==> config.mk <==
export PLATFORM = sky130hd
export DESIGN_NAME = obi_traffic_gen
export DESIGN_NICKNAME = d
export VERILOG_FILES = /design/src/source/memtest_pkg.sv /design/src/source/obi_traffic_gen.sv
export SDC_FILE = /design/constraint.sdc
export NUM_CORES = 1
export LEC_CHECK = 0
export BUFFER_PORTS_ARGS = -buffer_cell sky130_fd_sc_hd__buf_2
export CAP_MARGIN = 10
export CELL_PAD_IN_SITES_DETAIL_PLACEMENT = 1
export CELL_PAD_IN_SITES_GLOBAL_PLACEMENT = 1
export CORE_ASPECT_RATIO = 1.4
export CORE_MARGIN = 2
export CORE_UTILIZATION = 41
export CTS_BUF_LIST = sky130_fd_sc_hd__clkbuf_8
export DETAILED_ROUTE_END_ITERATION = 10
export GPL_ROUTABILITY_DRIVEN = 0
export GPL_TIMING_DRIVEN = 0
export PLACE_DENSITY = 0.92
export SYNTH_ARGS = -nofsm -noshare
export SYNTH_HDL_FRONTEND = slang
export SYNTH_SLANG_ARGS = --single-unit
export TNS_END_PERCENT = 50
==> constraint.sdc <==
create_clock -name clk -period 4.29 [get_ports clk]
set_input_delay 0.858 -clock clk [delete_from_list [all_inputs] [get_ports clk]]
set_output_delay 0.858 -clock clk [all_outputs]
set_load 0.01 [all_outputs]
==> src/source/memtest_pkg.sv <==
package memtest_pkg;

    // OBI bus widths
    localparam int unsigned ADDR_W = 32;
    localparam int unsigned DATA_W = 32;

    // SRAM geometry, addresses wrap modulo the array size
    localparam int unsigned MEM_WORDS = 256;
    localparam int unsigned MEM_AW = $clog2(MEM_WORDS);

    // register port and field widths
    localparam int unsigned REG_ADDR_W = 4;
    localparam int unsigned COUNT_W = 16;
    localparam int unsigned STALL_W = 8;

    // register map
    localparam logic [REG_ADDR_W-1:0] REG_CTRL      = REG_ADDR_W'(0);
    localparam logic [REG_ADDR_W-1:0] REG_BASE      = REG_ADDR_W'(1);
    localparam logic [REG_ADDR_W-1:0] REG_COUNT     = REG_ADDR_W'(2);
    localparam logic [REG_ADDR_W-1:0] REG_SEED      = REG_ADDR_W'(3);
    localparam logic [REG_ADDR_W-1:0] REG_STALL     = REG_ADDR_W'(4);
    localparam logic [REG_ADDR_W-1:0] REG_STATUS    = REG_ADDR_W'(5);
    localparam logic [REG_ADDR_W-1:0] REG_ERRORS    = REG_ADDR_W'(6);
    localparam logic [REG_ADDR_W-1:0] REG_FIRST_ERR = REG_ADDR_W'(7);
    localparam logic [REG_ADDR_W-1:0] REG_INJECT    = REG_ADDR_W'(8);

    typedef enum logic [2:0] {
        IDLE,
        WR_REQ,
        WR_RSP,
        RD_REQ,
        RD_RSP,
        DONE
    } gen_state_t;

    typedef enum logic {
        SIZE_WORD,
        SIZE_HALF
    } access_size_t;

endpackage : memtest_pkg

==> src/source/obi_traffic_gen.sv <==
`timescale 1ns/1ns

module obi_traffic_gen
    import memtest_pkg::*;
(
    input  logic                  clk,
    input  logic                  rst_n,
    input  logic                  start_i,
    input  logic [ADDR_W-1:0]     base_i,
    input  logic [COUNT_W-1:0]    count_i,
    input  logic [DATA_W-1:0]     seed_i,
    input  access_size_t          size_i,
    input  logic                  gnt_i,
    input  logic                  rvalid_i,
    input  logic [DATA_W-1:0]     rdata_i,
    output logic                  busy_o,
    output logic                  done_o,
    output logic                  err_o,
    output logic [ADDR_W-1:0]     err_addr_o,
    output logic                  req_o,
    output logic [ADDR_W-1:0]     addr_o,
    output logic                  we_o,
    output logic [DATA_W/8-1:0]   be_o,
    output logic [DATA_W-1:0]     wdata_o
);

    gen_state_t state, state_n;

    logic [COUNT_W-1:0]   count_q;
    logic [COUNT_W-1:0]   idx_q;
    access_size_t         size_q;
    logic [ADDR_W-1:0]    base_q;
    logic [ADDR_W-1:0]    addr_q;
    logic [DATA_W-1:0]    seed_q;
    logic [ADDR_W-1:0]    step;
    logic [DATA_W-1:0]    pattern;
    logic [DATA_W-1:0]    lane_mask;
    logic                 launch;
    logic                 advance;
    logic                 last;
    logic                 mismatch;

    assign launch  = ((state == IDLE) || (state == DONE)) && start_i;
    assign advance = ((state == WR_RSP) || (state == RD_RSP)) && rvalid_i;
    assign last    = (idx_q == count_q - 1'b1);
    assign step    = (size_q == SIZE_HALF) ? ADDR_W'(2) : ADDR_W'(4);

    always_ff @(posedge clk or negedge rst_n) begin
        if (!rst_n) begin
            state <= IDLE;
        end else begin
            state <= state_n;
        end
    end

    // one transfer outstanding at a time
    always_comb begin
        state_n = state;
        case (state)
            IDLE, DONE: begin
                if (start_i) begin
                    state_n = (count_i == '0) ? DONE : WR_REQ;
                end else begin
                    state_n = IDLE;
                end
            end
            WR_REQ: begin
                if (gnt_i) begin
                    state_n = WR_RSP;
                end
            end
            WR_RSP: begin
                if (rvalid_i) begin
                    state_n = last ? RD_REQ : WR_REQ;
                end
            end
            RD_REQ: begin
                if (gnt_i) begin
                    state_n = RD_RSP;
                end
            end
            RD_RSP: begin
                if (rvalid_i) begin
                    state_n = last ? DONE : RD_REQ;
                end
            end
            default: state_n = IDLE;
        endcase
    end

    // run settings and transfer index
    always_ff @(posedge clk or negedge rst_n) begin
        if (!rst_n) begin
            count_q <= '0;
            idx_q   <= '0;
            size_q  <= SIZE_WORD;
        end else if (launch) begin
            count_q <= count_i;
            idx_q   <= '0;
            size_q  <= size_i;
        end else if (advance) begin
            idx_q <= last ? '0 : idx_q + 1'b1;
        end
    end

    // address walks the range twice, once per pass
    always_ff @(posedge clk) begin
        if (launch) begin
            base_q <= base_i;
            addr_q <= base_i;
            seed_q <= seed_i;
        end else if (advance) begin
            addr_q <= last ? base_q : addr_q + step;
        end
    end

    assign pattern = addr_q ^ seed_q;

    always_comb begin
        if (size_q == SIZE_WORD) begin
            be_o = 4'b1111;
        end else if (addr_q[1]) begin
            be_o = 4'b1100;
        end else begin
            be_o = 4'b0011;
        end
    end

    always_comb begin
        for (int i = 0; i < DATA_W/8; i++) begin
            lane_mask[8*i +: 8] = {8{be_o[i]}};
        end
    end

    // only enabled lanes take part in the compare
    assign mismatch = |((rdata_i ^ pattern) & lane_mask);

    assign busy_o     = (state != IDLE) && (state != DONE);
    assign done_o     = (state == DONE);
    assign req_o      = (state == WR_REQ) || (state == RD_REQ);
    assign we_o       = (state == WR_REQ);
    assign addr_o     = addr_q;
    assign wdata_o    = pattern;
    assign err_o      = (state == RD_RSP) && rvalid_i && mismatch;
    assign err_addr_o = addr_q;

    a_req_stable: assert property (
        @(posedge clk) disable iff (!rst_n)
        (req_o && !gnt_i) |=> (req_o && $stable(addr_o) && $stable(we_o)
                               && $stable(be_o) && $stable(wdata_o))
    ) else $error("OBI request changed before grant");

    a_no_early_rvalid: assert property (
        @(posedge clk) disable iff (!rst_n)
        rvalid_i |-> ((state != WR_REQ) && (state != RD_REQ))
    ) else $error("rvalid while a request is pending");

endmodule : obi_traffic_gen

[Word-level counts from Yosys, hierarchy flattened]
Index checks and enable logic that the tools add are counted.
Word-level totals
  input port bits: 118
  bits in registers: 132
  word-level logic and storage cells: 57
  output and inout port bits: 105
Operators by class
  muxes and demuxes: 18
  reduce and logical (&&, ||, !) cells: 15
  bitwise gates (word level): 3
  add/subtract/negate cells: 3
  equal/unequal tests: 11
Operators with widths (count)
  2-to-1 mux 32 bit: 3
  bitwise XOR 32 bit: 2
  2-to-1 mux 16 bit: 3
  adder 32 x 3 -> 32 bit: 1
  bitwise AND 32 bit: 1
  OR reduction 32 bit: 1
  2-to-1 mux 3 bit: 8
  adder 16 x 1 -> 16 bit, second input constant: 1
  == test 16 bit: 1
  zero test 16 bit: 1
  subtractor 16 x 1 -> 16 bit, second input constant: 1
  case mux 3 bit (5 select lines): 1
  2-to-1 mux 4 bit: 2
  inequality test 2 bit, second input constant: 4
  == test 3 x 2 -> 1 bit, second input constant: 2
  == test 3 bit, second input constant: 2
  logical AND 1 bit: 5
  AND reduction 4 bit: 1
  == test 3 x 1 -> 1 bit, second input constant: 1
  zero test 3 bit: 1
  logical OR 1 bit: 3
  inequality test 3 bit, second input constant: 1
  nonzero test 3 bit: 1
  2-to-1 mux 2 bit: 1
  2 further kinds: 2

[Depth between registers and ports, before layout]
  depth in word-level cells: 5
  mapped depth: 12
  mapped depth without buffers: 9

[Worst setup path after synthesis]
OpenSTA, ideal clock, no wires.
  kind: in2reg
  from: in start_i
  to: reg base_q[0] (enable)
  arrival time: 3.356 ns
  path buffers: 2
  data required time: 3.837 ns
  slack: 0.481 ns
  library setup time: 0.453 ns
  stages on the path: 4
  cell sequence: nand2_1 inv_1 clkbuf_1 buf_1
On the way
  word-level cells in the longest chain between the ends: 1
RTL lines
  start: declaration: RTL line obi_traffic_gen.sv:8  | input logic start_i,
  logical AND 1 bit: RTL line obi_traffic_gen.sv:43  | assign launch = ((state == IDLE) || (state == DONE)) && start_i;
  via launch: RTL line obi_traffic_gen.sv:38  | logic launch;
  end signal: assignment: RTL line obi_traffic_gen.sv:109  | base_q <= base_i;
  end: declaration: RTL line obi_traffic_gen.sv:32  | logic [ADDR_W-1:0] base_q;
The timed path passes the listed nets, and every way through them passes these cells.
A chain may end at the register's enable or synchronous reset.

[Final worst setup path]
  from: reg count_q[0]
  to: reg addr_q[18], in the netlist addr_o[18], data pin
On the way
  word-level cells in the longest chain between the ends: 5
RTL lines
  start: declaration: RTL line obi_traffic_gen.sv:29  | logic [COUNT_W-1:0] count_q;
  start signal: assignment: RTL line obi_traffic_gen.sv:98  | count_q <= count_i;
  subtractor 16 x 1 -> 16 bit: RTL line obi_traffic_gen.sv:45  | assign last = (idx_q == count_q - 1'b1);
  == test 16 bit: RTL line obi_traffic_gen.sv:45
  2-to-1 mux 32 bit: RTL line obi_traffic_gen.sv:113  | addr_q <= last ? base_q : addr_q + step;
  2-to-1 mux 32 bit: RTL line obi_traffic_gen.sv:112  | end else if (advance) begin
  2-to-1 mux 32 bit: RTL line obi_traffic_gen.sv:108  | if (launch) begin
  end signal: assignment: RTL line obi_traffic_gen.sv:110  | addr_q <= base_i;
  end signal: assignment: RTL line obi_traffic_gen.sv:113
  end: declaration: RTL line obi_traffic_gen.sv:33  | logic [ADDR_W-1:0] addr_q;
Every way passes these cells. The select of a mux whose other input is x is not followed.

==> results.txt <==
- Final cell utilization of the core: 51.9%
* Synth async-reset ratio: 27.3%
- Counting buffers and inverters, the worst setup path is 12 cells deep.
* Vertical die dimension: 163 µm
- Broken down by cell family, the worst path's largest delay share belongs to simple AND/OR/NAND/NOR gates.
- At the pin with the least slew margin, the transition time is 0.931 ns.
- Startpoint-to-endpoint class of the critical path: reg2reg
- The number of antenna violations at the first check in global routing is 7.
- Aggregate global routing overflow: 0
* Clk Latency, worst-skew pair: 0.45 ns
* Initial core utilization: 41.6%
* First-iteration detailed-routing DRC count: 453
* R2r startpoint: count_q[0]
* Sequential area share after synthesis: 50.9%
- For this run, the post-layout net count is 1058.
- Final antenna-violating net count: 0
* Number of slew-limit violations in the final report: 0
- The run finished with clean final reports.
* Top flip-flop cell by instance count after synthesis: sky130_fd_sc_hd__edfxtp_1
- Critical-path cell list: inv_1, ha_1, buf_2, or4b_1, buf_2, o41ai_2, o221ai_1, nor4b_4, nand4_4, buf_2, o31ai_1, a21oi_1
- Number of synthesized register bits: 132
* Number of placed I/O pins: 223
* Cell count after synthesis: 690
* Crit-path max cell delay: 0.47 ns
* Count of fill cells added during filler insertion: 2110
- Vias: 6242
* WL per Instance: 20.4 µm
- Cell count of the worst reg-to-reg path: 12
* Number of distinct standard cells referenced by the synthesized netlist: 62
* Non-filler instance count after layout: 1191
- R2r endpoint: addr_o[18]
- In the routed design, unresolved DRC markers number 0.
- Sequential cell area: 3780 µm²
* Number of cell rows: 58
* Synthesis-to-layout area growth: 24.8%
* Global-route wire length before repair: 37.5 mm
* Type of origin of the critical path: register
- Cts hold-fix bufs: 0
* Final hold violation count: 0
* Layout cell share with drive strength beyond 1: 32.7%
- Most frequent CP cell: sky130_fd_sc_hd__buf_2
* Max Freq: 0.273 GHz
- The routed design has 24.3 mm of wire.
- Syn Area/Cell: 10.8 µm²
- Via density per instance: 5.24
- Worst reg-to-reg setup slack: 0.63 ns
* Number of buffers created by CTS: 17
- Capturing element type of the critical path: register
- The analysis attributes to cell leakage a power of 4.13 nW.
- The worst-case IR drop observed on VDD is 0.223 mV.
- Number of buffers added for setup after CTS: 0
- Summing all placed instances gives a cell area of 8890 µm².
- Headroom to the max-slew limit came out at 37.9%.
* Number of optimization iterations in the first detailed-route pass: 5
- The number of global-route vias before repair was 6865.
* Multi-input gate area in the final layout: 3170 µm²
- The die covers 19200 µm².
- Counting along the longest clock path gives a buffer depth of 2.
- Number of nets produced by synthesis: 814
* TritonCTS sink count: 132
- The smallest clock period supported by the final layout is computed as 3.66 ns.
- After detailed placement, the design holds a cell count of 1154.
- The slowest stage of the critical path belongs to the cell sky130_fd_sc_hd__dfrtp_1.
- Placed wire-length estimate: 18.7 mm
- Input/output buffers: 222
- Tightest Hold Check Type: in2async
- The die is 118 µm wide.
- The tree is rooted in a sky130_fd_sc_hd__clkbuf_8.
- Data arrival at the endpoint of the critical path: 3.86 ns
* Critical path required time: 4.49 ns
- Critical Path End: addr_o[18]
- Area of the core region: 17900 µm²
* RSZ-0062 raised after global routing: false
* Critical path fanouts, max: 10
- The critical path starts at count_q[0].
- Dividing total power by cell area gives a power density of 735 nW/µm².
- Number of warnings printed during yosys synthesis: 0
- Clk pin slew, worst setup/hold paths: 0.09 ns
- Share of the clock period used by the worst path: 85.3%
- Worst path buffer plus inverter count: 4
- Count of instances resized after the clock tree is built: 0
* Clock tree from TritonCTS: done
- Counting flops with a built-in enable in the synthesized netlist gives 96.
- The H-tree was split into 4 levels.
- Setup violations remaining at the end of the flow were counted as 0.
- Max-cap violation count: 0
- Area of the mapped netlist: 7430 µm²
- Summing all non-filler instances in the final layout gives an area of 9270 µm².
- Clock skew: 0.0158 ns
* Total routing resource utilization after global routing: 25.2%
* Maximum number of pins on one net before global-route repair: 40
==> placed cells by master, fill, tap and decap left out, drive strengths merged, types with 2 or more instances in the layout <==
master / netlist / layout
diode: 0 / 4
o31ai: 3 / 3
clkinvlp: 0 / 6
mux2i: 30 / 30
or3: 4 / 4
nand4: 14 / 14
xor2: 86 / 86
and3: 5 / 5
nor3: 8 / 8
nor4: 17 / 17
a211o: 3 / 3
inv: 22 / 25
a31oi: 4 / 4
and4: 7 / 7
o311ai: 2 / 2
or4b: 3 / 3
o21ai: 38 / 38
clkbuf: 19 / 37
nand3: 23 / 23
o2111ai: 2 / 2
a21oi: 9 / 9
or2: 3 / 3
dfrtp: 36 / 36
xnor2: 34 / 34
clkinv: 0 / 5
ha: 5 / 5
and3b: 2 / 2
edfxtp: 96 / 96
a41oi: 2 / 2
and2: 4 / 4
o22ai: 4 / 4
nand2: 95 / 95
buf: 44 / 268
or4: 3 / 3
nand2b: 10 / 10
nor2: 32 / 32
==> cell families after synthesis <==
| family | after synthesis | share of synthesized area (%) |
|---|---|---|
| AOI/OAI and AO/OA | 81 | 7.09 |
| xor gates and xnor gates | 120 | 14.2 |
| adders and majority gates | 6 | 1.11 |
| buffers and inverters | 85 | 6.38 |
| DFF | 132 | 50.9 |
| muxes | 31 | 4.19 |
| and+or+nand+nor | 235 | 16.1 |
==> layout make-up <==
class / instances / area share, %
Antenna cell: 4 / 0.108
Buffer: 63 / 4.24
Clock buffer: 17 / 2.52
Clock inverter: 15 / 1.43
Inverter: 22 / 0.891
Multi-Input combinational cell: 473 / 34.2
Sequential cell: 132 / 40.8
Tap cell: 240 / 3.24
Timing Repair Buffer: 225 / 12.6
==> flip-flops by register name, indices dropped and copies added, names as in the netlist <==
name,cells
addr_o,32
count_q,16
state,3
seed_q,32
idx_q,16
base_q,32
size_q,1
==> per-stage QoR <==
step                power (mW)  setup slack [ns]  TNS, ns  hold slack [ns]
floorplan                 4.45             0.481        0            0.465
global placement          5.56            -0.983   -62.49            0.512
detailed placement        5.80             0.576        0            0.517
CTS                       6.83             0.579        0            0.535
global route              7.23             0.427        0            0.564
finish                    6.81             0.630        0            0.517
==> report_power, final <==
group	total (mW)	leakage, nW	switching, mW	internal, mW
Combinational	3.33	2.61	1.96	1.37
Sequential	2.48	1.36	0.525	1.96
Clock	1.00	0.168	0.546	0.459
Total	6.81	4.13	3.03	3.78
==> cell usage after synthesis, types with 2 or more instances <==
| cell type | count | area [µm²] |
|---|---|---|
| sky130_fd_sc_hd__or2_2 | 3 | 18.8 |
| sky130_fd_sc_hd__o2111ai_1 | 2 | 17.5 |
| sky130_fd_sc_hd__and3b_1 | 2 | 17.5 |
| sky130_fd_sc_hd__clkbuf_1 | 19 | 71.3 |
| sky130_fd_sc_hd__o311ai_1 | 2 | 17.5 |
| sky130_fd_sc_hd__nand2_1 | 95 | 357 |
| sky130_fd_sc_hd__nand3_1 | 23 | 115 |
| sky130_fd_sc_hd__and3_1 | 5 | 31.3 |
| sky130_fd_sc_hd__xor2_1 | 86 | 753 |
| sky130_fd_sc_hd__inv_1 | 22 | 82.6 |
| sky130_fd_sc_hd__dfrtp_1 | 36 | 901 |
| sky130_fd_sc_hd__a21oi_1 | 8 | 40.0 |
| sky130_fd_sc_hd__edfxtp_1 | 96 | 2880 |
| sky130_fd_sc_hd__ha_1 | 5 | 62.6 |
| sky130_fd_sc_hd__o21ai_0 | 10 | 50.1 |
| sky130_fd_sc_hd__buf_4 | 34 | 255 |
| sky130_fd_sc_hd__and4_1 | 7 | 61.3 |
| sky130_fd_sc_hd__or4b_1 | 2 | 20.0 |
| sky130_fd_sc_hd__a211o_1 | 3 | 26.3 |
| sky130_fd_sc_hd__a41oi_1 | 2 | 17.5 |
| sky130_fd_sc_hd__nand2b_1 | 10 | 62.6 |
| sky130_fd_sc_hd__buf_1 | 3 | 11.3 |
| sky130_fd_sc_hd__or4_1 | 2 | 15.0 |
| sky130_fd_sc_hd__buf_2 | 4 | 20.0 |
| sky130_fd_sc_hd__buf_6 | 3 | 33.8 |
| sky130_fd_sc_hd__xnor2_1 | 34 | 298 |
| sky130_fd_sc_hd__mux2i_1 | 30 | 300 |
| sky130_fd_sc_hd__o22ai_1 | 4 | 25.0 |
| sky130_fd_sc_hd__nor4_1 | 17 | 106 |
| sky130_fd_sc_hd__nand4_1 | 13 | 81.3 |
| sky130_fd_sc_hd__o21ai_1 | 28 | 140 |
| sky130_fd_sc_hd__nor3_1 | 8 | 40.0 |
| sky130_fd_sc_hd__or3_1 | 4 | 25.0 |
| sky130_fd_sc_hd__o31ai_1 | 3 | 22.5 |
| sky130_fd_sc_hd__and2_1 | 4 | 25.0 |
| sky130_fd_sc_hd__a31oi_1 | 4 | 25.0 |
| sky130_fd_sc_hd__nor2_1 | 32 | 120 |
==> worst min-delay path by stage <==
stage	startpoint	to	slack, ns
2_1_floorplan	count_q[15]	count_q[15]	0.47
3_3_place_gp	count_q[13]	count_q[13]	0.51
3_5_place_dp	count_q[13]	count_q[13]	0.52
4_1_cts	rst_n	count_q[8]	0.54
5_1_grt	rst_n	count_q[8]	0.56
6_report	rst_n	count_q[8]	0.52
==> layer usage <==
metal / share of wire (%) / track usage [%]
met1: 36 / 26.0
met5: 0.10 / 0
met2: 56 / 48.5
met4: 2.9 / 11.4
met3: 4.6 / 5.45
==> worst reg2reg max path, delay by kind of cell (launching register included) <==
| kind | cells | cell delay, ns |
|---|---|---|
| compound gates | 4 | 0.87 |
| fa+ha+maj | 1 | 0.16 |
| buf+inv | 4 | 0.81 |
| flops | 1 | 0.47 |
| simple gates | 3 | 1.11 |
No activity file was read; power rests on OpenSTA's default activity.
