[src/source/memtest_pkg.sv]
package memtest_pkg;

    // OBI bus widths
    localparam int unsigned ADDR_W = 32;
    localparam int unsigned DATA_W = 32;

    // SRAM geometry, addresses wrap modulo the array size
    localparam int unsigned MEM_WORDS = 256;
    localparam int unsigned MEM_AW = $clog2(MEM_WORDS);

    // register port and field widths
    localparam int unsigned REG_ADDR_W = 4;
    localparam int unsigned COUNT_W = 16;
    localparam int unsigned STALL_W = 8;

    // register map
    localparam logic [REG_ADDR_W-1:0] REG_CTRL      = REG_ADDR_W'(0);
    localparam logic [REG_ADDR_W-1:0] REG_BASE      = REG_ADDR_W'(1);
    localparam logic [REG_ADDR_W-1:0] REG_COUNT     = REG_ADDR_W'(2);
    localparam logic [REG_ADDR_W-1:0] REG_SEED      = REG_ADDR_W'(3);
    localparam logic [REG_ADDR_W-1:0] REG_STALL     = REG_ADDR_W'(4);
    localparam logic [REG_ADDR_W-1:0] REG_STATUS    = REG_ADDR_W'(5);
    localparam logic [REG_ADDR_W-1:0] REG_ERRORS    = REG_ADDR_W'(6);
    localparam logic [REG_ADDR_W-1:0] REG_FIRST_ERR = REG_ADDR_W'(7);
    localparam logic [REG_ADDR_W-1:0] REG_INJECT    = REG_ADDR_W'(8);

    typedef enum logic [2:0] {
        IDLE,
        WR_REQ,
        WR_RSP,
        RD_REQ,
        RD_RSP,
        DONE
    } gen_state_t;

    typedef enum logic {
        SIZE_WORD,
        SIZE_HALF
    } access_size_t;

endpackage : memtest_pkg

[src/source/memtest_regs.sv]
`timescale 1ns/1ns

module memtest_regs
    import memtest_pkg::*;
(
    input  logic                  clk,
    input  logic                  rst_n,
    input  logic                  cfg_we_i,
    input  logic                  cfg_re_i,
    input  logic [REG_ADDR_W-1:0] cfg_addr_i,
    input  logic [DATA_W-1:0]     cfg_wdata_i,
    input  logic                  busy_i,
    input  logic                  done_i,
    input  logic                  err_i,
    input  logic [ADDR_W-1:0]     err_addr_i,
    output logic [DATA_W-1:0]     cfg_rdata_o,
    output logic                  start_o,
    output logic [ADDR_W-1:0]     base_o,
    output logic [COUNT_W-1:0]    count_o,
    output logic [DATA_W-1:0]     seed_o,
    output access_size_t          size_o,
    output logic [STALL_W-1:0]    stall_o,
    output logic                  inject_en_o,
    output logic [ADDR_W-1:0]     inject_addr_o
);

    logic                 ctrl_wr;
    logic                 done_q;
    logic [COUNT_W-1:0]   err_cnt_q;
    logic [ADDR_W-1:0]    first_err_q;
    logic [DATA_W-1:0]    rdata_d;

    assign ctrl_wr = cfg_we_i && (cfg_addr_i == REG_CTRL);

    // configuration registers
    always_ff @(posedge clk or negedge rst_n) begin
        if (!rst_n) begin
            base_o        <= '0;
            count_o       <= '0;
            seed_o        <= '0;
            size_o        <= SIZE_WORD;
            stall_o       <= '0;
            inject_en_o   <= 1'b0;
            inject_addr_o <= '0;
        end else if (cfg_we_i) begin
            case (cfg_addr_i)
                REG_CTRL: begin
                    size_o      <= access_size_t'(cfg_wdata_i[1]);
                    inject_en_o <= cfg_wdata_i[2];
                end
                REG_BASE:   base_o        <= cfg_wdata_i;
                REG_COUNT:  count_o       <= cfg_wdata_i[COUNT_W-1:0];
                REG_SEED:   seed_o        <= cfg_wdata_i;
                REG_STALL:  stall_o       <= cfg_wdata_i[STALL_W-1:0];
                REG_INJECT: inject_addr_o <= cfg_wdata_i;
                default: ;
            endcase
        end
    end

    // start pulse, blocked while a run is active or one is just launching
    always_ff @(posedge clk or negedge rst_n) begin
        if (!rst_n) begin
            start_o <= 1'b0;
        end else begin
            start_o <= ctrl_wr && cfg_wdata_i[0] && !busy_i && !start_o;
        end
    end

    // run results, cleared by each start
    always_ff @(posedge clk or negedge rst_n) begin
        if (!rst_n) begin
            done_q      <= 1'b0;
            err_cnt_q   <= '0;
            first_err_q <= '0;
        end else if (start_o) begin
            done_q      <= 1'b0;
            err_cnt_q   <= '0;
            first_err_q <= '0;
        end else begin
            if (done_i) begin
                done_q <= 1'b1;
            end
            if (err_i) begin
                if (err_cnt_q == '0) begin
                    first_err_q <= err_addr_i;
                end
                // saturate
                if (err_cnt_q != '1) begin
                    err_cnt_q <= err_cnt_q + 1'b1;
                end
            end
        end
    end

    always_comb begin
        rdata_d = '0;
        case (cfg_addr_i)
            REG_CTRL: begin
                rdata_d[1] = (size_o == SIZE_HALF);
                rdata_d[2] = inject_en_o;
            end
            REG_BASE:      rdata_d = base_o;
            REG_COUNT:     rdata_d[COUNT_W-1:0] = count_o;
            REG_SEED:      rdata_d = seed_o;
            REG_STALL:     rdata_d[STALL_W-1:0] = stall_o;
            REG_STATUS: begin
                rdata_d[0] = busy_i;
                rdata_d[1] = done_q;
            end
            REG_ERRORS:    rdata_d[COUNT_W-1:0] = err_cnt_q;
            REG_FIRST_ERR: rdata_d = first_err_q;
            REG_INJECT:    rdata_d = inject_addr_o;
            default:       rdata_d = '0;
        endcase
    end

    // read data lands one cycle after the strobe
    always_ff @(posedge clk or negedge rst_n) begin
        if (!rst_n) begin
            cfg_rdata_o <= '0;
        end else if (cfg_re_i) begin
            cfg_rdata_o <= rdata_d;
        end
    end

    a_no_start_when_busy: assert property (
        @(posedge clk) disable iff (!rst_n) start_o |-> !busy_i
    ) else $error("start pulse while generator busy");

endmodule : memtest_regs

[config.mk]
export PLATFORM = sky130hd
export DESIGN_NAME = memtest_regs
export DESIGN_NICKNAME = d
export VERILOG_FILES = /design/src/source/memtest_pkg.sv /design/src/source/memtest_regs.sv
export SDC_FILE = /design/constraint.sdc
export NUM_CORES = 1
export LEC_CHECK = 0
export ABC_AREA = 1
export BUFFER_PORTS_ARGS = -buffer_cell sky130_fd_sc_hd__buf_2
export CORE_AREA = 10 10 204 206
export DETAILED_ROUTE_END_ITERATION = 8
export DIE_AREA = 0 0 214 216
export SETUP_SLACK_MARGIN = 0.1
export SYNTH_ARGS = -nofsm -noshare
export SYNTH_HDL_FRONTEND = slang
export SYNTH_SLANG_ARGS = --single-unit
[constraint.sdc]
create_clock -name clk -period 4.2 [get_ports clk]
set_input_delay 0.42 -clock clk [delete_from_list [all_inputs] [get_ports clk]]
set_output_delay 0.42 -clock clk [all_outputs]
set_load 0.005 [all_outputs]
### Yosys cells after proc, flatten, opt, wreduce, memory -nomap -nowiden

Cells that the tools add are included.
W data, S select, Z words.

| cells by class | value |
|---|---|
| $add $sub $neg | 1 |
| equality and inequality tests | 9 |
| mux-type cells | 14 |
| reductions and logical operators | 20 |

Operators by type and width:

| kind | count |
|---|---|
| $mux W32 | 3 |
| $pmux W16 S4 | 1 |
| $mux W16 | 3 |
| $pmux W8 S6 | 1 |
| $pmux W5 S7 | 1 |
| $add A16 B1 Y16 const B | 1 |
| $eq A4 B3 Y1 const B | 4 |
| $logic_not A16 Y1 | 1 |
| $ne A16 B16 Y1 const B | 1 |
| $pmux W1 S8 | 2 |
| $reduce_and A2 Y1 | 8 |
| $pmux W1 S9 | 1 |
| $eq A4 B2 Y1 const B | 2 |
| $reduce_bool A2 Y1 | 4 |
| $eq A4 B1 Y1 const B | 1 |
| $eq A4 B4 Y1 const B | 1 |
| $logic_and A1 B1 Y1 | 4 |
| $logic_not A4 Y1 | 1 |
| $logic_not A1 Y1 | 2 |
| $mux W1 | 2 |

| word-level totals | value |
|---|---|
| bits in registers | 204 |
| input port bits | 75 |
| output and inout bits | 155 |

### Logic depth before layout (Yosys ltp)

Gate-level depths: netlist of run 1.

| depth | value |
|---|---|
| depth in word-level cells | 5 |
| depth in mapped cells | 11 |

### Worst setup path before layout of run 1

OpenSTA, ideal clock, no wires.

| timing path | value |
|---|---|
| kind | reg-to-reg |
| start | register err_cnt_q[0] |
| end | register err_cnt_q[0] |
| arrival time | 1,369 ps |
| data required time | 4,072 ps |
| path slack | 2,703 ps |
| stages on the path, launching flop included | 11 |
| buffers on the path | 1 |
| period minus slack after synthesis | 1,497 ps |
| cell sequence | dfrtp_1 -> ha_1 -> nand2_1 -> nor2_4 -> nand2_1 -> nor2_1 -> nand2_1 -> nand2_2 -> buf_4 -> nand2_1 -> o21ai_0 |

| on the way | value |
|---|---|
| longest elaborated chain between the ends | 4 |

Ends and longest elaborated chain:

| item | RTL line | text |
|---|---|---|
| start, declared | memtest_regs.sv:29 | `logic [COUNT_W-1:0] err_cnt_q;` |
| start signal, assigned | memtest_regs.sv:90 | `err_cnt_q <= err_cnt_q + 1'b1;` |
| $add A16 B1 Y16 | memtest_regs.sv:90 |  |
| $mux W16 | memtest_regs.sv:89 | `if (err_cnt_q != '1) begin` |
| $mux W16 | memtest_regs.sv:84 | `if (err_i) begin` |
| $mux W16 | memtest_regs.sv:76 | `end else if (start_o) begin` |

Parallel ways exist; a longest one is shown, timed or not. The select of a mux whose other input is x is not followed.
A chain may end at the register's enable or synchronous reset.

### Final worst setup path of run 1

| timing path | value |
|---|---|
| start | register err_cnt_q[0] |
| end | register first_err_q[28] |

| on the way | value |
|---|---|
| longest elaborated chain between the ends | 3 |

Ends and longest elaborated chain:

| item | RTL line | text |
|---|---|---|
| $logic_not A16 Y1 | memtest_regs.sv:85 | `if (err_cnt_q == '0) begin` |
| $reduce_bool A2 Y1 (no line) | n/a |  |
| $reduce_and A2 Y1 (no line) | n/a |  |
| end signal, assigned | memtest_regs.sv:86 | `first_err_q <= err_addr_i;` |
| end, declared | memtest_regs.sv:30 | `logic [ADDR_W-1:0] first_err_q;` |

Every way passes these cells.

==> results of run 1 <==
-- final timing paths --
path / from / end / slack, ps / depth (start not counted)
worst max-delay path: err_cnt_q[0] / first_err_q[28] / 1280 / 8
worst min-delay path: rst_n / seed_o[9] / -30 / 1
max in group asynchronous: rst_n / first_err_q[24] / 3100 / 2
worst max register to register: err_cnt_q[0] / first_err_q[28] / 1280 / 8
min in group clk: err_addr_i[3] / first_err_q[3] / 100 / 3
worst min register to register: cfg_rdata_o[21] / cfg_rdata_o[21] / 480 / 2
-- per-stage QoR --
stage                     hold WS [ps]  area, sq um  power, W
after global placement             466        10900   0.00394
after floorplan                    124         9300   0.00328
after CTS                         40.0        11800   0.00616
after detailed placement           465        10900   0.00397
after global routing              55.5        11800   0.00647
final                            -27.6        11800   0.00609
-- where the power goes --
part | leakage (nW) | internal, W | switching (W)
logic | 3.16 | 0.000473 | 0.000688
registers | 2.62 | 0.00240 | 0.000355
clock network | 0.404 | 0.00132 | 0.000856
-- final cells by class --
class	instances	area [sq um]
clock inverters	11	133
well taps	511	639
diodes	2	5.00
clock buffers	32	682
fillers	4001	25600
multi-input cells	851	3660
flip-flops and latches	204	5100
inverters	78	293
repair buffers	239	1240
-- state kept, by name, summed over array words and instances, names as in the netlist --
name,count
base_o,32
cfg_rdata_o,32
first_err_q,32
inject_addr_o,32
seed_o,32
count_o,16
err_cnt_q,16
stall_o,8
done_q,1
inject_en_o,1
size_o,1
start_o,1
-- placed cells by master (no fill, tap or decap), types with 9 or more instances in the layout --
| cell | n |
|---|---|
| inv_1 | 74 |
| buf_2 | 228 |
| clkbuf_16 | 25 |
| o21ai_0 | 138 |
| nand2_1 | 479 |
| nand4_1 | 23 |
| dfrtp_1 | 204 |
| nand3_1 | 80 |
| buf_4 | 9 |
| nor2_1 | 83 |
-- critical path, cell delays in order (launching register included) --
cell     delay (ps)
dfrtp_1         420
inv_1           120
ha_1            170
nand3_1          80
nor2_1          130
nand2_2         560
nor2_4         1020
nand2_1         190
nand2_1         110
-- logic make-up (layout without fill, tap and decap cells) --
family | count (synthesis) | after routing | share of synthesized area [%]
AOI/OAI and AO/OA | 154 | 154 | 8.29
xor gates and xnor gates | 2 | 2 | 0.188
adders and majority gates | 2 | 2 | 0.269
buffers and inverters | 136 | 360 | 5.92
DFF | 204 | 204 | 54.9
other | 0 | 2 | 0
and+or+nand+nor | 693 | 693 | 30.4
-- routing by layer --
| metal | vias up | wire length [microns] | GRT usage [%] |
|---|---|---|---|
| li1 | 4207 | - | - |
| met1 | 4156 | 15400 | 18.7 |
| met2 | 280 | 17400 | 25.8 |
| met3 | 52 | 2630 | 4.07 |
| met4 | 4 | 831 | 4.09 |
| met5 | - | 25 | 0 |
==> run_results.csv, run 1 <==
group,metric,value,unit
synthesis,synth_cell_type_count,24,
placement,dp_slack,1250,ps
synthesis,synth_top_area_share,54.9,%
cts,cts_setup_buffers,0,
floorplanning,io_pins,230,
synthesis,synthTopCellsByCount,"nand2_1 (480), dfrtp_1 (204), o21ai_0 (138), nor2_1 (85), nand3_1 (80)",
grt,antenna_found_initial,5,
cts,cts_root_buf,"clkbuf_16",
timing,fmax,342,MHz
synthesis,netlist_area,9300,sq um
synthesis,ys_seq_area_share,54.9,%
power_and_ir_drop,power_density,518,nW/um^2
setup_path,arrival,3370,ps
route,drt_iter0_markers,566,
setup_path,critical_path_class,"flop to flop",
timing,setup_ws,1280,ps
setup_path,path_max_fanout,33,
final_layout,fin_cells,1928,
cts,clockBufferDepth,3,
final_layout,drive_gt1_share,21.2,%
floorplanning,start_util,24.9,%
timing,hold_viol_final,19,
synthesis,synth_top_area_cell,"dfrtp_1",
cts,cts_tree,"built",
synthesis,dominantRegCellSynth,"dfrtp_1",
synthesis,syn_avg_cell_area,7.80,sq um
synthesis,synth_edf_count,0,
power_and_ir_drop,peakVddDrop,0.325,mV
final_layout,area_delta_synth_final,26.5,%
placement,gp_congestion,0.858,
timing,finalClockSkew,11.3,ps
grt,grt_overflow,0,
placement,dpl.cell_count,1883,
run_status,violations,"negative hold slack",
placement,port_buffers,229,
synthesis,ys_seq_elements,204,
placement,hpwl,25600,microns
setup_path,endpoint_kind,"flop",
grt,grt_max_degree,97,
worst_hold_path,hp-class,"input pin to async pin",
setup_path,cp-start-kind,"flop",
cts,postCtsResizedCells,0,
cts,ctsHoldBuffers,0,
job,maxCapViolCount,0,
route,drt_wl_total,36300,microns
route,avgRoutedWirePerCell,18.8,microns
synthesis,synth_warnings,0,
route,first_pass_iters,5,
grt,grt_pass1_wl,55500,microns
timing,tightest_slew,1150,ps
timing,slew_headroom,23.2,%
floorplanning,fp-row-count,71,
synthesis,synth_fp_nets,1268,
route,vias_per_cell,4.51,
timing,setup_viol,0,
synthesis,synth_most_common_cell,"nand2_1",
grt,grt.total_usage,15.2,%
grt,grt_pass1_vias,9015,
route,drc,0,
floorplanning,fp.dieH,216,microns
route,antenna_left,0,
floorplanning,die_area,46200,sq um
synthesis,synthCells,1191,
cts,clk_pin_slew,60,ps
timing,hold_slack,-27.6,ps
timing,period_minus_slack,2920,ps
timing,grt_setup_unrepaired,"false",
synthesis,ys_top_cells_by_area,"dfrtp_1 (55%), nand2_1 (19%), o21ai_0 (7.4%)",
cts,clkSinkCount,204,
setup_path,required,4640,ps
floorplanning,core,37400,sq um
cts,cts_buffers,24,
synthesis,synthArstFlopShare,100,%
cts,clock_insertion_delay_worst_skew,510,ps
cts,cts_max_level,1,
route,vias,8699,
timing,drv_slew,0,
floorplanning,die_w,214,microns
power_and_ir_drop,p_leak,6.18,nW
run_status,outcome,"complete, but fails checks",
final_layout,finalNetCount,1475,
timing,tns,0,ps
final_layout,final_util,31.4,%
timing,post-route-period-util,69.6,%
No activity file was read; power rests on OpenSTA's default activity.
==> inputs of run 2 (changes only) <==
==> constraint.sdc (replaced) <==
create_clock -name clk -period 2.75 [get_ports clk]
set_input_delay 0.275 -clock clk [delete_from_list [all_inputs] [get_ports clk]]
set_output_delay 0.275 -clock clk [all_outputs]
set_load 0.005 [all_outputs]
==> run 2 against run 1 <==
Against the previous run:
- the run now ends clean
- final cell count up 2.3%
- wire length increased by 0.77%
- critical endpoint is now err_cnt_q[5]
- critical path depth unchanged
- sequential share of layout area is 1.7 points lower
- fmax increased by 55%
- critical path type unchanged
- via count up 3.0%
- core utilization grew 1.3 points
- power is 54% higher
- clock-buffer cell count increased by 3
- design area increased by 4.1%
- clock power is 52% higher
- global-route usage is essentially flat
==> run_results.csv, run 2 (synthesis results as in run 1) <==
group,metric,value,unit
timing,tns,0,ps
placement,hpwl,26200,microns
timing,finalClockSkew,7.26,ps
final_layout,multi_input_comb_area,3660,sq um
grt,grt_pass1_wl,55800,microns
power_and_ir_drop,switching_power,0.00292,W
route,antenna_left,0,
cts,cts_root_buf,"clkbuf_16",
final_layout,fillers,4002,
route,first_pass_iters,5,
floorplanning,start_util,24.9,%
grt,grt.total_usage,15.3,%
setup_path,rrSetupSlack,860,ps
final_layout,area_delta_synth_final,31.7,%
final_layout,final_common_cell,"nand2_1",
final_layout,fin_cells,1973,
timing,slew_headroom,27.0,%
cts,ctsHoldBuffers,34,
power_and_ir_drop,clkPwrFrac,35.5,%
timing,setup_viol,0,
cts,cts_max_level,1,
timing,fmax,530,MHz
route,drt_iter0_markers,668,
floorplanning,core,37400,sq um
timing,tightest_slew,1090,ps
placement,dpl.cell_count,1895,
route,drc,0,
timing,drv_slew,0,
power_and_ir_drop,p_int,0.00645,W
timing,post-route-period-util,68.6,%
timing,hold_viol_final,0,
grt,antenna_found_initial,3,
setup_path,path_max_fanout,22,
power_and_ir_drop,switching_share,31.2,%
power_and_ir_drop,power_density,765,nW/um^2
setup_path,arrival,2270,ps
setup_path,cp-start-kind,"flop",
cts,clockBufferDepth,3,
final_layout,finalNetCount,1521,
grt,grt_max_degree,78,
final_layout,ff_latch_area,5100,sq um
floorplanning,fp-row-count,71,
power_and_ir_drop,pwr-share-comb,19.6,%
job,maxCapViolCount,0,
final_layout,drive_gt1_share,21.4,%
route,vias,8964,
cts,cts_buffers,24,
power_and_ir_drop,peakVddDrop,0.539,mV
floorplanning,die_w,214,microns
timing,period_minus_slack,1890,ps
cts,clk_pin_slew,70,ps
route,avgRoutedWirePerCell,18.5,microns
setup_path,required,3130,ps
placement,gp_congestion,0.910,
worst_hold_path,hp-class,"input pin to flop",
route,drt_wl_total,36500,microns
setup_path,endpoint_kind,"flop",
cts,clkSinkCount,204,
floorplanning,io_pins,230,
cts,postCtsResizedCells,0,
setup_path,critical_path_class,"flop to flop",
floorplanning,fp.dieH,216,microns
cts,cts_setup_buffers,0,
timing,grt_setup_unrepaired,"false",
floorplanning,die_area,46200,sq um
grt,grt_overflow,0,
power_and_ir_drop,p_seq_share,44.9,%
power_and_ir_drop,p_leak,6.39,nW
cts,cts_tree,"built",
final_layout,layout_common_cells,"nand2_1 (479), buf_2 (228), dfrtp_1 (204)",
route,vias_per_cell,4.54,
cts,clock_insertion_delay_worst_skew,510,ps
run_status,outcome,"completed",
grt,grt_pass1_vias,9170,
placement,port_buffers,229,
## run 2: cell type report
cell class | count | share of cell area, %
Sequential cell | 204 | 41.7
Multi-Input combinational cell | 851 | 29.9
Timing Repair Buffer | 285 | 14.1
Clock buffer | 35 | 5.91
Tap cell | 511 | 5.22
Inverter | 78 | 2.39
Clock inverter | 8 | 0.797
Antenna cell | 1 | 0.0204
## run 2: routing by layer
layer	vias to the layer above	part of all wire (%)	wire length (microns)	GRT usage [%]
met5	-	0.036	13	0
met4	2	2.0	744	3.57
li1	4284	-	-	-
met2	323	47	17200	25.7
met1	4311	44	16100	19.4
met3	44	6.8	2490	3.69
## run 2: worst paths after layout
kind	start	endpoint	cells past startpoint
setup / recovery	err_cnt_q[0]	err_cnt_q[5]	8
hold / removal	err_addr_i[11]	first_err_q[11]	3
setup reg to reg	err_cnt_q[0]	err_cnt_q[5]	8
hold reg to reg	cfg_rdata_o[6]	cfg_rdata_o[6]	2
max in group asynchronous	rst_n	first_err_q[29]	3
min in group asynchronous	rst_n	cfg_rdata_o[7]	2
## run 2: per-stage QoR
stage	hold slack (ps)	util [%]	power [W]	worst slack [ps]	instance area, sq um
finish	9.23	32.7	0.00937	865	12200
global route	6.17	32.7	0.00992	700	12200
CTS	1.30	32.7	0.00949	862	12200
detailed placement	386	29.6	0.00608	795	11100
global placement	381	29.6	0.00603	831	11100
floorplan	-20.6	-	0.00500	1250	9300
## run 2: power by group through the flow
stage / logic (W) / clock network (W) / registers, W
after floorplan: 0.000861 / 0 / 0.00414
after global placement: 0.00179 / 0 / 0.00423
after detailed placement: 0.00184 / 0 / 0.00424
after CTS: 0.00188 / 0.00340 / 0.00420
after global routing: 0.00210 / 0.00352 / 0.00430
final: 0.00184 / 0.00332 / 0.00421
## run 2: critical path: stages (launching register included)
cell and delay (ps):
dfrtp_1 400, ha_1 200, nand2_1 130, nor2_4 180, nand2_1 110, nor2_1 90
nand2_1 120, nand2_2 350, o21ai_0 150
